`config.mk`:
```
export PLATFORM = sky130hd
export DESIGN_NAME = pipe_top
export DESIGN_NICKNAME = d
export VERILOG_FILES = /design/src/source/pipe_pkg.sv /design/src/source/hazard_req_if.sv /design/src/source/hazard_unit.sv /design/src/source/mem_arbiter.sv /design/src/source/pipeline_control.sv /design/src/source/stage_reg.sv /design/src/source/pipe_top.sv
export SDC_FILE = /design/constraint.sdc
export NUM_CORES = 1
export LEC_CHECK = 0
export BUFFER_PORTS_ARGS = -buffer_cell sky130_fd_sc_hd__buf_4
export CORE_ASPECT_RATIO = 0.75
export CORE_MARGIN = 2
export CORE_UTILIZATION = 45
export CTS_CLUSTER_DIAMETER = 30
export DETAILED_ROUTE_END_ITERATION = 6
export PLACE_DENSITY = 0.71
export SETUP_SLACK_MARGIN = 0.02
export SLEW_MARGIN = 40
export SYNTH_ARGS = -nofsm -noshare
export SYNTH_HDL_FRONTEND = slang
export SYNTH_SLANG_ARGS = --single-unit
```
`constraint.sdc`:
```
create_clock -name clk -period 5.34 [get_ports clk]
set_input_delay 0.267 -clock clk [delete_from_list [all_inputs] [get_ports clk]]
set_output_delay 0.267 -clock clk [all_outputs]
set_load 0.005 [all_outputs]
```
`src/source/pipe_pkg.sv`:
```
package pipe_pkg;

  localparam int XLEN   = 32;
  localparam int REG_AW = 5;

  // one bit per stage, bit 0 is the pc
  typedef logic [5:0] ctrl_vec_t;

  localparam int STG_PC     = 0;
  localparam int STG_IF_ID  = 1;
  localparam int STG_ID_EX  = 2;
  localparam int STG_EX_MEM = 3;
  localparam int STG_MEM_WB = 4;
  localparam int STG_WB     = 5;

  // payload of if/id, id/ex and ex/mem
  typedef struct packed {
    logic [XLEN-1:0]   pc;
    logic [REG_AW-1:0] rd;
    logic [REG_AW-1:0] rs1;
    logic [REG_AW-1:0] rs2;
    logic              is_load;
    logic              is_mem;
  } inst_t;

  typedef struct packed {
    logic [XLEN-1:0]   pc;
    logic [REG_AW-1:0] rd;
  } wb_t;

  // stall / flush pairs per hazard
  localparam ctrl_vec_t RAM_MEM_STALL    = 6'b001111;
  localparam ctrl_vec_t RAM_MEM_FLUSH    = 6'b010000;
  localparam ctrl_vec_t RAM_IF_STALL     = 6'b000001; // pc only
  localparam ctrl_vec_t RAM_IF_FLUSH     = 6'b000010; // bubble into if/id
  localparam ctrl_vec_t TRAP_FLUSH_STALL = 6'b000010;
  localparam ctrl_vec_t TRAP_FLUSH_FLUSH = 6'b001110;
  localparam ctrl_vec_t TRAP_STALL_STALL = 6'b111111;
  localparam ctrl_vec_t TRAP_STALL_FLUSH = 6'b001110;
  localparam ctrl_vec_t JUMP_STALL       = 6'b000010;
  localparam ctrl_vec_t JUMP_FLUSH       = 6'b000110;
  localparam ctrl_vec_t MUL_DIV_STALL    = 6'b000111;
  localparam ctrl_vec_t MUL_DIV_FLUSH    = 6'b001000;
  localparam ctrl_vec_t LOAD_USE_STALL   = 6'b000011;
  localparam ctrl_vec_t LOAD_USE_FLUSH   = 6'b000100;
  localparam ctrl_vec_t RESET_STALL      = 6'b000000;
  localparam ctrl_vec_t RESET_FLUSH      = 6'b011111;

endpackage

```
`src/source/hazard_req_if.sv`:
```
`timescale 1ns/1ps

// level requests into the pipeline controller
interface hazard_req_if;

  logic ram_if;     // fetch not yet done
  logic ram_mem;    // data access pending
  logic load_use;
  logic jump;
  logic mul_div;
  logic trap_stall;
  logic trap_flush;

  modport arb (output ram_if, output ram_mem);

  modport haz (output load_use);

  modport ctrl (
    input ram_if, ram_mem, load_use, jump,
    input mul_div, trap_stall, trap_flush
  );

endinterface

```
`src/source/hazard_unit.sv`:
```
`timescale 1ns/1ps

module hazard_unit import pipe_pkg::*; (
  input  inst_t        id_i,
  input  logic         id_valid_i,
  input  inst_t        ex_i,
  input  logic         ex_valid_i,
  hazard_req_if.haz    req
);

  logic ex_is_load;
  logic rs1_hit;
  logic rs2_hit;

  // x0 never carries a dependency
  assign ex_is_load = ex_valid_i && ex_i.is_load && (ex_i.rd != '0);

  assign rs1_hit = (id_i.rs1 == ex_i.rd);
  assign rs2_hit = (id_i.rs2 == ex_i.rd);

  // load data only arrives after mem, so the consumer waits one cycle
  assign req.load_use = ex_is_load && id_valid_i && (rs1_hit || rs2_hit);

endmodule

```
`src/source/mem_arbiter.sv`:
```
`timescale 1ns/1ps

module mem_arbiter (
  input  logic       clk,
  input  logic       rst,
  output logic       fetch_req_o,
  output logic       data_req_o,
  output logic       mem_grant_data_o,
  input  logic       mem_ready_i,
  input  logic       mem_pending_i,   // ex/mem holds a mem op
  output logic       fetch_done_o,
  output logic       data_done_o,
  hazard_req_if.arb  req
);

  logic busy_q;
  logic grant_q;     // 1 = data side owns the port
  logic port_active;
  logic xfer_done;

  assign fetch_req_o = !rst;
  assign data_req_o  = !rst && mem_pending_i;

  // fetch always asks, so the port never idles out of reset
  assign port_active = fetch_req_o || data_req_o || busy_q;

  // data first when idle, otherwise keep the latched owner
  assign mem_grant_data_o = busy_q ? grant_q : data_req_o;

  assign xfer_done    = port_active && mem_ready_i;
  assign data_done_o  = xfer_done && mem_grant_data_o;
  assign fetch_done_o = xfer_done && !mem_grant_data_o && fetch_req_o;

  // stall only while the access is still outstanding
  assign req.ram_mem = data_req_o && !data_done_o;
  assign req.ram_if  = fetch_req_o && !fetch_done_o;

  always_ff @(posedge clk) begin
    if (rst) begin
      busy_q <= 1'b0;
    end else begin
      busy_q <= port_active && !mem_ready_i;
    end
  end

  always_ff @(posedge clk) begin
    grant_q <= mem_grant_data_o; // owner of the access in flight
  end

  // an access in flight keeps its owner and its requester until ready
  a_grant_hold: assert property (
    @(posedge clk) disable iff (rst)
    (port_active && !mem_ready_i) |=>
      ($stable(mem_grant_data_o) && (data_req_o || !mem_grant_data_o))
  ) else $error("memory grant moved or lost its request before mem_ready_i");

endmodule

```
`src/source/pipeline_control.sv`:
```
`timescale 1ns/1ps

module pipeline_control import pipe_pkg::*; (
  input  logic        rst,
  hazard_req_if.ctrl  req,
  output ctrl_vec_t   stall_o,
  output ctrl_vec_t   flush_o
);

  // later stages win, memory first since it owns the shared port
  always_comb begin
    if (rst) begin
      stall_o = RESET_STALL;
      flush_o = RESET_FLUSH;
    end else if (req.ram_mem) begin
      stall_o = RAM_MEM_STALL;
      flush_o = RAM_MEM_FLUSH;
    end else if (req.ram_if) begin
      stall_o = RAM_IF_STALL;   // bubble instead of holding if/id
      flush_o = RAM_IF_FLUSH;
    end else if (req.trap_flush) begin
      stall_o = TRAP_FLUSH_STALL;
      flush_o = TRAP_FLUSH_FLUSH;
    end else if (req.trap_stall) begin
      // whole pipe frozen, younger stages squashed
      stall_o = TRAP_STALL_STALL;
      flush_o = TRAP_STALL_FLUSH;
    end else if (req.jump) begin
      stall_o = JUMP_STALL;
      flush_o = JUMP_FLUSH;
    end else if (req.mul_div) begin
      stall_o = MUL_DIV_STALL;
      flush_o = MUL_DIV_FLUSH;
    end else if (req.load_use) begin
      stall_o = LOAD_USE_STALL;
      flush_o = LOAD_USE_FLUSH;
    end else begin
      stall_o = '0;
      flush_o = '0;
    end
  end

  // writeback is past the point of no return
  always_comb begin
    a_no_wb_flush: assert (flush_o[STG_WB] == 1'b0)
      else $error("flush reached the writeback stage");
  end

endmodule

```
`src/source/stage_reg.sv`:
```
`timescale 1ns/1ps

module stage_reg #(
  parameter type T = logic
) (
  input  logic clk,
  input  logic rst,
  input  logic stall_i,
  input  logic flush_i,
  input  T     d_i,
  input  logic d_valid_i,
  output T     q_o,
  output logic q_valid_o
);

  // flush beats stall
  always_ff @(posedge clk) begin
    if (rst) begin
      q_valid_o <= 1'b0;
    end else if (flush_i) begin
      q_valid_o <= 1'b0;
    end else if (!stall_i) begin
      q_valid_o <= d_valid_i;
    end
  end

  always_ff @(posedge clk) begin
    if (!stall_i && !flush_i) begin
      q_o <= d_i;
    end
  end

endmodule

```
`src/source/pipe_top.sv`:
```
`timescale 1ns/1ps

module pipe_top import pipe_pkg::*; (
  input  logic              clk,
  input  logic              rst,
  input  logic [REG_AW-1:0] rd_i,
  input  logic [REG_AW-1:0] rs1_i,
  input  logic [REG_AW-1:0] rs2_i,
  input  logic              load_i,
  input  logic              mem_i,
  input  logic              jump_i,
  input  logic [XLEN-1:0]   jump_target_i,
  input  logic              mul_div_busy_i,
  input  logic              trap_stall_i,
  input  logic              trap_flush_i,
  input  logic              mem_ready_i,
  output logic              fetch_req_o,
  output logic              data_req_o,
  output logic              mem_grant_data_o,
  output ctrl_vec_t         stall_o,
  output ctrl_vec_t         flush_o,
  output logic              wb_valid_o,
  output logic [XLEN-1:0]   wb_pc_o
);

  logic [XLEN-1:0] pc_q;
  logic            fetch_done;

  inst_t fetch_inst;
  inst_t if_id_q, id_ex_q, ex_mem_q;
  logic  if_id_valid, id_ex_valid, ex_mem_valid;
  wb_t   mem_wb_d, mem_wb_q;
  logic  mem_wb_valid;

  hazard_req_if hreq ();

  // requests resolved outside this block
  assign hreq.jump       = jump_i;
  assign hreq.mul_div    = mul_div_busy_i;
  assign hreq.trap_stall = trap_stall_i;
  assign hreq.trap_flush = trap_flush_i;

  always_ff @(posedge clk) begin
    if (rst) begin
      pc_q <= '0;
    end else if (!stall_o[STG_PC]) begin
      pc_q <= jump_i ? jump_target_i : pc_q + XLEN'(4);
    end
  end

  assign fetch_inst = '{pc: pc_q, rd: rd_i, rs1: rs1_i, rs2: rs2_i,
                        is_load: load_i, is_mem: mem_i};

  mem_arbiter u_arb (
    .clk, .rst,
    .fetch_req_o, .data_req_o, .mem_grant_data_o, .mem_ready_i,
    .mem_pending_i (ex_mem_valid && ex_mem_q.is_mem),
    .fetch_done_o  (fetch_done),
    .data_done_o   (),
    .req           (hreq.arb)
  );

  hazard_unit u_haz (
    .id_i (if_id_q), .id_valid_i (if_id_valid),
    .ex_i (id_ex_q), .ex_valid_i (id_ex_valid),
    .req  (hreq.haz)
  );

  pipeline_control u_ctrl (.rst, .req (hreq.ctrl), .stall_o, .flush_o);

  // if/id only picks up a completed fetch
  stage_reg #(.T (inst_t)) u_if_id (
    .clk, .rst, .stall_i (stall_o[STG_IF_ID]), .flush_i (flush_o[STG_IF_ID]),
    .d_i (fetch_inst), .d_valid_i (fetch_done), .q_o (if_id_q), .q_valid_o (if_id_valid)
  );

  stage_reg #(.T (inst_t)) u_id_ex (
    .clk, .rst, .stall_i (stall_o[STG_ID_EX]), .flush_i (flush_o[STG_ID_EX]),
    .d_i (if_id_q), .d_valid_i (if_id_valid), .q_o (id_ex_q), .q_valid_o (id_ex_valid)
  );

  stage_reg #(.T (inst_t)) u_ex_mem (
    .clk, .rst, .stall_i (stall_o[STG_EX_MEM]), .flush_i (flush_o[STG_EX_MEM]),
    .d_i (id_ex_q), .d_valid_i (id_ex_valid), .q_o (ex_mem_q), .q_valid_o (ex_mem_valid)
  );

  assign mem_wb_d = '{pc: ex_mem_q.pc, rd: ex_mem_q.rd};

  stage_reg #(.T (wb_t)) u_mem_wb (
    .clk, .rst, .stall_i (stall_o[STG_MEM_WB]), .flush_i (flush_o[STG_MEM_WB]),
    .d_i (mem_wb_d), .d_valid_i (ex_mem_valid), .q_o (mem_wb_q), .q_valid_o (mem_wb_valid)
  );

  // retire unless a trap freezes writeback
  assign wb_valid_o = !rst && mem_wb_valid && !stall_o[STG_WB];
  assign wb_pc_o    = mem_wb_q.pc;

  // a load-use bubble holds the consumer in if/id and empties id/ex
  a_load_use_bubble: assert property (
    @(posedge clk) disable iff (rst)
    (stall_o == LOAD_USE_STALL && flush_o == LOAD_USE_FLUSH)
      |=> (!id_ex_valid && $stable(if_id_q))
  ) else $error("load-use bubble not inserted");

endmodule

```
Word-level counts from Yosys, hierarchy flattened
Cells that the tools add are included.
- reduce and logical (&&, ||, !) cells: 41
- multiplexer cells: 18
- add/subtract/negate cells: 1
- equality and inequality tests: 2
- operators by type and width (operator ; number):
    $mux 6 ; 14
    $add 32x3->32 const B ; 1
    $mux 32 ; 1
    $logic_and 1x1->1 ; 19
    $logic_not 1->1 ; 14
    $eq 5x5->1 ; 2
    $reduce_or 2->1 ; 4
    $reduce_bool 5->1 ; 1
    $logic_or 1x1->1 ; 3
    $mux 3 ; 1
    $mux 2 ; 1
    $mux 1 ; 1
- bits of input ports: 56
- register bits: 191
- logic and storage cells: 82
- output and inout port bits: 48

Longest topological paths before layout
Gate-level depths: netlist (run 1).
- depth in word-level cells: 14
- mapped depth: 8
- mapped depth without buffers: 7

Modules after synthesis
Synthesis (run 1) repeated with hierarchy kept, for this count alone.
- cell total of the unflattened synthesis: 537
- area, all modules: 8189.1 um^2
- modules (own cells, without submodules) (module ; cells each ; area each (um^2) ; seq. area each (um^2) ; instances):
    stage_reg (u_ex_mem ...) ; 53 ; 1515.2 ; 1491.4 ; 3
    pipe_top ; 274 ; 2062.0 ; 640.6 ; 1
    stage_reg (u_mem_wb) ; 41 ; 1154.9 ; 1131.1 ; 1
    pipeline_control ; 31 ; 172.7 ; 0.0 ; 1
    hazard_unit ; 17 ; 128.9 ; 0.0 ; 1
    mem_arbiter ; 15 ; 125.1 ; 40.0 ; 1

Worst setup path after synthesis (run 1)
OpenSTA, ideal clock, no wires.
- path type: flip-flop to flip-flop
- from: register u_id_ex.q_o[12] in the netlist's numbering
- to: register u_if_id.q_o[0] in the netlist's numbering (enable)
- stages on the path, launching flop included: 6
- buffers on the path: 0
- arrival: 4.261 ns
- required time: 4.855 ns
- setup slack: 0.594 ns
- setup time: 0.485 ns
- cells stage by stage: edfxtp_1 or4_1 o2111ai_1 inv_1 a21o_4 nor4b_2
- cells in the longest elaborated chain, start to end: 14
- ends and longest elaborated chain (element ; line ; RTL):
    start: declaration ; stage_reg.sv:12 ; output T q_o,
    start signal: assignment ; stage_reg.sv:29 ; q_o <= d_i;
    $reduce_bool 5->1 ; hazard_unit.sv:16 ; assign ex_is_load = ex_valid_i && ex_i.is_load && (ex_i.rd != '0);
    $logic_and 1x1->1 ; hazard_unit.sv:16 ;
    $logic_and 1x1->1 ; hazard_unit.sv:22 ; assign req.load_use = ex_is_load && id_valid_i && (rs1_hit || rs2_hit);
    $logic_and 1x1->1 * ; hazard_unit.sv:22 ;
    $mux 2 * ; pipeline_control.sv:34 ; end else if (req.load_use) begin
    $mux 6 * ; pipeline_control.sv:31 ; end else if (req.mul_div) begin
    $mux 6 * ; pipeline_control.sv:28 ; end else if (req.jump) begin
    $mux 6 * ; pipeline_control.sv:24 ; end else if (req.trap_stall) begin
    $mux 6 * ; pipeline_control.sv:21 ; end else if (req.trap_flush) begin
    $mux 6 * ; pipeline_control.sv:18 ; end else if (req.ram_if) begin
    $mux 6 * ; pipeline_control.sv:15 ; end else if (req.ram_mem) begin
    $mux 6 * ; pipeline_control.sv:12 ; if (rst) begin
    $logic_not 1->1 * ; stage_reg.sv:28 ; if (!stall_i && !flush_i) begin
    $logic_and 1x1->1 * ; stage_reg.sv:28 ;
    end signal: assignment ; stage_reg.sv:29 ;
    end: declaration ; stage_reg.sv:12 ;
Mark *: on every way between the ends. The rest lies on a longest branch, timed or not.
A chain may end at the register's enable or synchronous reset.

Final worst setup path (run 1)
- from: register u_id_ex.q_o[12] in the netlist's numbering
- to: output port stall_o[0]
- cells in the longest elaborated chain, start to end: 12
- ends and longest elaborated chain (element ; line ; RTL):
    $reduce_bool 5->1 ; hazard_unit.sv:16 ;
    $logic_and 1x1->1 ; hazard_unit.sv:16 ;
    $logic_and 1x1->1 ; hazard_unit.sv:22 ;
    $logic_and 1x1->1 * ; hazard_unit.sv:22 ;
    $mux 2 * ; pipeline_control.sv:34 ;
    $mux 6 * ; pipeline_control.sv:31 ;
    $mux 6 * ; pipeline_control.sv:28 ;
    $mux 6 * ; pipeline_control.sv:24 ;
    $mux 6 * ; pipeline_control.sv:21 ;
    $mux 6 * ; pipeline_control.sv:18 ;
    $mux 6 * ; pipeline_control.sv:15 ;
    $mux 6 * ; pipeline_control.sv:12 ;
    end: declaration ; pipe_top.sv:20 ; output ctrl_vec_t stall_o,
Marks and branches as above.

==> impl_metrics.ini, run 1 <==
[place]
dp_hpwl_um = 9950
port_buffers = 102
gp_congestion = 0.890
place_area_mm2 = 0.00824

[setup_path]
critPathLaunchType = flop
cp.required_ns = 5.07
path_max_fanout = 24
crit_chain = or4_1 > o2111ai_1 > inv_1 > a21o_4 > a21oi_2 > nor2_1 > buf_4
r2r_slack_ns = 2.44
worstSetupPathType = flop to output port
r2r-start = u_id_ex.q_o[12]
timing.rr.end = u_id_ex.q_o[41]
worstPathArrival_ns = 3.00
crit_path_max_incr_delay_ns = 0.56
cpLargestDelayFamily = compound AO/OA/AOI/OAI gates
slowest_stage = a21oi_2
path_buf_inv = 2
r2r_cells = 7
critPathCaptureType = output port

[synth]
synth_commonest_cells = edfxtp_1 (153), nand2_1 (43), dfxtp_1 (38), a21oi_1 (31), nor2_1 (23)
synth_top_cell_area_share = 0.628
synth_area_leaders = edfxtp_1 (63%), dfxtp_1 (10%), o32ai_1 (2.3%)
synth-seq-cells = 191
yosysWarnings = 0
synth-async-reset-ratio = 0
syn_nets = 576
synth_area_per_cell_um2 = 14.1
ys.flop_type = edfxtp_1
syn-instance-count = 519
synth_top_cell_by_area = edfxtp_1
yosysMostFrequentCell = edfxtp_1
ys_seq_area_frac = 0.732
synth_edf_count = 153
netlist_area_mm2 = 0.00732
ys_types = 58

[clocking]
numCtsBuffers = 17
clock_latency_ns = 0.43
cts_hold_buf = 5
path_clk_slew_ns = 0.08
cts_root_buffer = clkbuf_16
clock_sinks = 191
cts_tree = done
htreeDepth = 4
post_cts_resized = 0
post_cts_buffers = 0
cts_max_path_buffers = 2

[grt]
grt_max_degree = 64
antenna_found_initial = 0
grt_pass1_wl_um = 23300
overflow = 0
grt_usage = 0.178
grt_pass1_vias = 4555

[drt]
wl_per_cell_um = 18.0
wl_um = 15100
firstDrtPassIters = 5
drc = 0
via_per_inst = 5.60
via_count = 4691
ant_nets = 0
drt_iter0_markers = 533

[finish]
area_growth_pct = 21.7
finalNetCount = 672
drive_gt1_frac = 0.253
fin_area_mm2 = 0.00891
n_antenna_cell = 0

[status]
status = finished, final reports clean

[power_and_ir_drop]
finalPower_mw = 3.13
powerDensity_mw_per_mm2 = 351
power.static_leakage_nw = 3.06
ir_drop_uv = 215

[min_path]
holdPathEnd = u_if_id.q_o[4]
hold_start = rs2_i[2]
hold_depth = 1
hp-class = input port to flop

[die]
die_w_um = 151
die_h_um = 114
io_pins = 104
fp.dieArea_mm2 = 0.0173
row_count = 40
initial_utilization = 0.458
core_area_mm2 = 0.0160

[timing]
fmax_mhz = 306
fin_setup_tns_ns = 0
setup_viol_count_final = 0
grt_setup_unrepaired = no
tightest_slew_ns = 0.864
slew_viol_final = 0
fin_skew_ns = 0.0128
min_period_over_period = 0.613
finalHoldViolations = 0
period_minus_slack_ns = 3.27
slew_headroom = 0.420

[job]
maxCapViolCount = 0
[kinds of logic after synthesis]
family | synth area share
AOI/OAI and AO/OA | 0.122
xor gates and xnor gates | 0.0120
adders and majority gates | 0.00171
buffers and inverters | 0.0327
DFF | 0.732
muxes | 0.00274
other | 0.000512
and+or+nand+nor | 0.0971
[layer usage]
layer,wire (µm),global-route usage,share of wire
met4,153,0.0586,0.010
met1,6650,0.241,0.44
met2,7060,0.281,0.47
met3,1220,0.0478,0.081
met5,0,0,0
[final cells by class]
| class | instances | area [µm²] |
|---|---|---|
| timing repair buffer | 115 | 896 |
| tap | 210 | 263 |
| clock buffer | 17 | 425 |
| clock inverter | 15 | 166 |
| fill | 1294 | 7060 |
| multi-input combinational | 280 | 1760 |
| sequential | 191 | 5360 |
| inverter | 10 | 37.5 |
[layout by cell type, fill, tap and decap left out, types with 4 or more instances in the layout]
cell	count
o32ai_1	19
dlygate4sd3_1	7
nand2_1	43
nor2_1	21
nand3_1	18
a21oi_1	30
and3_1	4
edfxtp_1	153
clkinv_8	4
o21ai_0	21
a31oi_1	11
buf_4	106
dfxtp_1	38
nand4_1	5
nor3_1	14
clkbuf_16	17
inv_1	8
xnor2_1	10
inv_8	4
nand2b_1	4
and2_1	4
a211oi_1	8
nor4_1	4
a221oi_1	12
[state kept, by name, summed over array words and instances (netlist names)]
name,flops
u_if_id.q_o,49
u_id_ex.q_o,39
u_ex_mem.q_o,33
pc_q,32
u_mem_wb.q_o,32
u_arb.busy_q,1
u_arb.grant_q,1
u_ex_mem.q_valid_o,1
u_id_ex.q_valid_o,1
u_if_id.q_valid_o,1
u_mem_wb.q_valid_o,1
[report_power, final]
group / total [mW] / switching (mW) / internal, mW
Combinational: 0.198 / 0.112 / 0.0858
Clock: 1.24 / 0.611 / 0.630
Sequential: 1.69 / 0.0324 / 1.66
[worst max path at each step]
stage,from,end,slack (ns),depth (start not counted)
2_1_floorplan,u_id_ex.q_o[12],u_if_id.q_o[0],0.59,5
3_3_place_gp,rst,u_mem_wb.q_o[14],1.80,6
3_5_place_dp,rst,u_mem_wb.q_o[15],1.80,7
4_1_cts,u_id_ex.q_o[12],stall_o[0],2.06,7
5_1_grt,u_id_ex.q_o[12],stall_o[0],1.90,7
6_report,u_id_ex.q_o[12],stall_o[0],2.07,7
[stage by stage]
stage | hold WS, ns | instances | worst slack [ns] | utilization
after global placement | 0.401 | 797 | 1.80 | 0.514
after detailed placement | 0.405 | 799 | 1.80 | 0.516
after global routing | -0.00277 | 838 | 1.90 | 0.558
final | 0.0157 | 838 | 2.07 | 0.558
after floorplan | 0.334 | 519 | 0.594 | -
after CTS | 0.00160 | 836 | 2.06 | 0.557
No activity file was read; power rests on OpenSTA's default activity.
==> run 2, diff against run 1 <==
Settings changed: ABC_AREA set to 1.
Clock period 5.34 ns to 3.2 ns, I/O delays scaled along.
==> run 2 against run 1 <==
Compared with the run above:
- synthesized cell count increased by 26%
- global-route usage increased by 0.51 points
- non-clock buffer count increased by 12
- critical path depth increased by 5
- critical path type unchanged
- highest routed layer unchanged
==> impl_metrics.ini, run 2 <==
[timing]
fin_skew_ns = 0.00998
fin_setup_tns_ns = 0
finalHoldViolations = 0
finalWorstSetupSlack_ns = 0.675
tightest_slew_ns = 0.581
slew_headroom = 0.612
fmax_mhz = 396
min_period_over_period = 0.789
setup_viol_count_final = 0
slew_viol_final = 0
grt_setup_unrepaired = no
period_minus_slack_ns = 2.52

[finish]
finalNetCount = 831
n_antenna_cell = 0
final_common_cell = edfxtp_1
final_cell_mix = edfxtp_1 (153), nand2_1 (136), buf_4 (107)
top_register = u_if_id.q_o
largest_reg_flops = 49
layoutNonFillerInstCount = 1002
finish.utilization = 0.560
area_growth_pct = 22.5
top_regs = u_if_id.q_o (49), u_id_ex.q_o (39), u_ex_mem.q_o (33)
nFillCells = 1341
drive_gt1_frac = 0.227

[die]
io_pins = 104
fp.dieArea_mm2 = 0.0180
initial_utilization = 0.457
die_h_um = 117
row_count = 41
core_area_mm2 = 0.0167
die_w_um = 154

[grt]
antenna_found_initial = 0
grt_pass1_wl_um = 24700
grt_max_degree = 50
grt_usage = 0.183
overflow = 0
grt_pass1_vias = 4713

[setup_path]
crit_path_max_incr_delay_ns = 0.44
crit_chain = nor2_1 > nor2_1 > nor2_1 > nand3_1 > nand2_1 > nand2_1 > nand2_1 > nand2_2 > nand2_8 > nand2_8 > inv_4 > buf_4
critPathCaptureType = output port
worstPathArrival_ns = 2.36
path_max_fanout = 17
critPathLaunchType = flop
worstSetupPathType = flop to output port
cp.required_ns = 3.04
slowest_stage = edfxtp_1

[synth]
syn-instance-count = 654
synth_area_per_cell_um2 = 11.6
ys.flop_type = edfxtp_1
synth_edf_count = 153
synth_area_leaders = edfxtp_1 (60%), dfxtp_1 (10%), nand2_1 (6.7%)
netlist_area_mm2 = 0.00762
ys_seq_area_frac = 0.703
synth_commonest_cells = edfxtp_1 (153), nand2_1 (136), nor2_1 (78), inv_1 (54), dfxtp_1 (38)
synth-async-reset-ratio = 0
ys_types = 42
syn_nets = 711
synth-seq-cells = 191
yosysWarnings = 0
synth_top_cell_area_share = 0.603
synth_top_cell_by_area = edfxtp_1
yosysMostFrequentCell = edfxtp_1

[drt]
ant_nets = 0
drt_iter0_markers = 390
firstDrtPassIters = 5
wl_um = 15500
drc = 0
via_count = 4918
wl_per_cell_um = 15.5
via_per_inst = 4.91

[power_and_ir_drop]
finalPower_mw = 5.35
power.static_leakage_nw = 3.57
powerDensity_mw_per_mm2 = 573
ir_drop_uv = 316

[place]
place_inst = 952
port_buffers = 102
gp_congestion = 0.934
place_ws_ns = 0.804
dp_hpwl_um = 10600

[clocking]
cts_tree = done
clock_sinks = 191
clock_latency_ns = 0.43
path_clk_slew_ns = 0.07
htreeDepth = 4
cts_max_path_buffers = 2
post_cts_resized = 0
numCtsBuffers = 17
cts_root_buffer = clkbuf_16

[job]
maxCapViolCount = 0

[min_path]
hp-class = input port to flop

[status]
status = finished, final reports clean
## run 2: layer usage
metal  routed length (µm)  track usage  vias to the layer above
met5                    0            0                        -
met4                  130       0.0617                        0
met3                  969       0.0427                       11
met2                 6970        0.280                      168
met1                 7480        0.261                     2283
li1                     -            -                     2456
## run 2: stage by stage
stage               area [µm²]  hold slack [ns]
detailed placement        8560            0.324
global route              9330           0.0424
CTS                       9330          0.00259
global placement          8550            0.325
floorplan                 7620            0.227
finish                    9330           0.0235
## run 2: what timing repair did
action                                 4_1_cts  5_1_grt
endpoints found under the hold margin       18        0
hold buffers                                18        0
setup buffers                                0        0
## run 2: cell type report
type | instances | area, µm² | area share
clock buffer | 18 | 429 | 0.0460
clock inverter | 14 | 160 | 0.0172
inverter | 60 | 230 | 0.0247
multi-input combinational | 377 | 1870 | 0.200
sequential | 191 | 5360 | 0.574
tap | 215 | 269 | 0.0288
timing repair buffer | 127 | 1020 | 0.109
## run 2: path summary, 6_finish.rpt
kind | to | depth (start not counted) | slack [ns] | startpoint
max | stall_o[0] | 12 | 0.68 | u_id_ex.q_o[12]
min | pc_q[4] | 3 | 0.02 | jump_target_i[4]
max reg2reg | u_id_ex.q_o[40] | 10 | 0.86 | u_id_ex.q_o[13]
min reg2reg | u_id_ex.q_o[42] | 0 | 0.41 | u_if_id.q_o[42]
## run 2: logic make-up after synthesis
kind of cell	Yosys count	share of synthesized area
AND/OR/NAND/NOR	279	0.162
flip-flops	191	0.703
buffers and inverters	86	0.0536
AO/OA/AOI/OAI	81	0.0613
XOR/XNOR	14	0.0161
adder cells (fa/ha/maj)	1	0.00164
other	1	0.000492
multiplexers	1	0.00131
## run 2: where the power goes
part	internal (mW)	switching, mW
logic	0.170	0.221
registers	2.82	0.0820
clock network	1.05	0.995
total	4.05	1.30
## run 2: worst max-delay path: cells and delay by family (launching register included)
| kind | cells | cell delay, ns |
|---|---|---|
| buf+inv | 2 | 0.38 |
| flops | 1 | 0.44 |
| simple gates | 10 | 1.10 |
==> run 3, diff against run 2 <==
Settings changed: ABC_AREA 1 to 0.
Clock period 3.2 ns to 2.33 ns, I/O delays scaled along.
==> run 3 against run 2 <==
Compared with the run above:
- sequential cell count unchanged
- utilization up 4.8 points
- clock skew up 0.00093 ns
- final area up 4.0%
- die area down 3.8%
- register-to-register slack worse by 0.98 ns
- combinational power up 50%
- the run now ends with negative setup slack left
- sequential power up 33%
- critical path depth down 4
- global-route usage up 2.1 points
==> impl_metrics.ini, run 3 (synthesis results as in run 1) <==
[finish]
multi_input_comb_area_mm2 = 0.00194
layout.area.seq_mm2 = 0.00536
top_register = u_if_id.q_o
final_cell_mix = edfxtp_1 (153), buf_4 (133), nand2_1 (43)
fin_area_mm2 = 0.00971
top_regs = u_if_id.q_o (49), u_id_ex.q_o (39), u_ex_mem.q_o (33)
largest_reg_flops = 49
final_common_cell = edfxtp_1
finalNetCount = 732
n_antenna_cell = 0
nFillCells = 1161
area_growth_pct = 32.7
drive_gt1_frac = 0.330

[setup_path]
cpLargestDelayFamily = simple AND/OR/NAND/NOR gates
crit_path_max_incr_delay_ns = 0.54
r2r_cells = 9
crit_chain = or4_4 > o2111ai_2 > inv_2 > a21o_4 > buf_12 > a21oi_4 > nor2_4 > buf_6
critPathLaunchType = flop
slowest_stage = or4_4
cp.depth = 8
path_buf_inv = 3
critPathCaptureType = output port
worstSetupPathType = flop to output port
cp.required_ns = 2.21
worstPathArrival_ns = 2.36
path_max_fanout = 3

[clocking]
clock_latency_ns = 0.44
cts_tree = done
htreeDepth = 4
cts_root_buffer = clkbuf_16
cts_max_path_buffers = 2
numCtsBuffers = 17
clock_sinks = 191
path_clk_slew_ns = 0.08

[status]
failed_checks = negative setup slack
status = complete, but fails checks

[power_and_ir_drop]
powerDensity_mw_per_mm2 = 755
ir_drop_uv = 510
power.static_leakage_nw = 3.40
clkPwrFrac = 0.392
power_frac_comb = 0.080
p_switching_mw = 1.71
switching_share = 0.233
seqPwrFrac = 0.528
p_int_mw = 5.62

[timing]
fmax_mhz = 404
grt_setup_unrepaired = yes
period_minus_slack_ns = 2.48
fin_skew_ns = 0.0109
min_period_over_period = 1.06
finalWorstSetupSlack_ns = -0.147
finalHoldViolations = 0
slew_viol_final = 0
setup_viol_count_final = 43
slew_headroom = 0.546
fin_setup_tns_ns = -3.03
tightest_slew_ns = 0.680

[die]
core_area_mm2 = 0.0160
die_h_um = 114
row_count = 40
io_pins = 104
die_w_um = 151
initial_utilization = 0.458
fp.dieArea_mm2 = 0.0173

[grt]
grt_usage = 0.204
grt_max_degree = 57
antenna_found_initial = 0
grt_pass1_wl_um = 26000
grt_pass1_vias = 4902
overflow = 0

[job]
maxCapViolCount = 0

[drt]
drt_iter0_markers = 544
via_per_inst = 5.62
drc = 0
wl_per_cell_um = 19.0
firstDrtPassIters = 5
wl_um = 17100
via_count = 5048
ant_nets = 0

[place]
dp_hpwl_um = 10200
gp_congestion = 0.909
port_buffers = 102
place_area_mm2 = 0.00850

[min_path]
hold_depth = 3
hp-class = input port to flop
[run 3: cell types whose count changed in the layout (fill, tap and decap cells not counted), sizes merged, moves of 5 or more]
cell         delta
a211oi          +8
nor4            +6
o32ai          +19
a31oi           +8
o21ai          -17
a221oi         +13
dlygate4sd3     +5
nand2          -99
nor2           -64
buf            +42
inv            -54
xor2            -8
[run 3: power groups by stage]
stage / logic (mW) / clock network [mW] / registers (mW)
finish: 0.588 / 2.87 / 3.87
global route: 0.631 / 3.07 / 3.88
CTS: 0.566 / 2.92 / 3.87
detailed placement: 0.494 / 0 / 3.94
global placement: 0.476 / 0 / 3.94
floorplan: 0.242 / 0 / 3.93
[run 3: layout make-up]
| cell class | count | share of cell area |
|---|---|---|
| tap | 210 | 0.0271 |
| clock buffer | 19 | 0.0456 |
| inverter | 10 | 0.00387 |
| clock inverter | 13 | 0.0153 |
| timing repair buffer | 175 | 0.157 |
| sequential | 191 | 0.552 |
| multi-input combinational | 280 | 0.200 |
[run 3: what timing repair did]
action                     CTS  global route
pin swaps                   11            20
buffers inserted            10             3
gates cloned                 5             3
hold buffers                23             0
gates resized for setup     26            39
setup endpoints to repair   80           123
hold endpoints to repair    21             0
[run 3: worst paths after layout]
path         slack [ns]         startpoint              end
max               -0.15    u_id_ex.q_o[12]       stall_o[0]
min                0.05  jump_target_i[20]         pc_q[20]
max reg2reg       -0.12    u_id_ex.q_o[12]         pc_q[25]
min reg2reg        0.42    u_if_id.q_o[30]  u_id_ex.q_o[30]
[run 3: routing by layer]
| metal | up-vias | wire length (µm) | global-route usage |
|---|---|---|---|
| met2 | 248 | 8210 | 0.321 |
| met1 | 2442 | 7040 | 0.261 |
| met5 | - | 0 | 0 |
| met3 | 35 | 1470 | 0.0677 |
| li1 | 2323 | - | - |
| met4 | 0 | 386 | 0.0835 |
[run 3: stage by stage]
| step | setup slack (ns) | total power [mW] | cells | utilization | hold slack, ns |
|---|---|---|---|---|---|
| after global routing | -0.263 | 7.58 | 898 | 0.608 | 0.0491 |
| after floorplan | -1.23 | 4.17 | 519 | - | 0.183 |
| after CTS | -0.189 | 7.36 | 898 | 0.602 | 0.0274 |
| after global placement | 0.0185 | 4.41 | 829 | 0.533 | 0.296 |
| final | -0.147 | 7.33 | 898 | 0.608 | 0.0457 |
| after detailed placement | -0.0240 | 4.44 | 829 | 0.533 | 0.296 |
[run 3: worst min-delay path, delay by kind of cell]
family,cells,cell delay [ns]
AOI/OAI and AO/OA,2,0.21
buffers and inverters,1,0.11
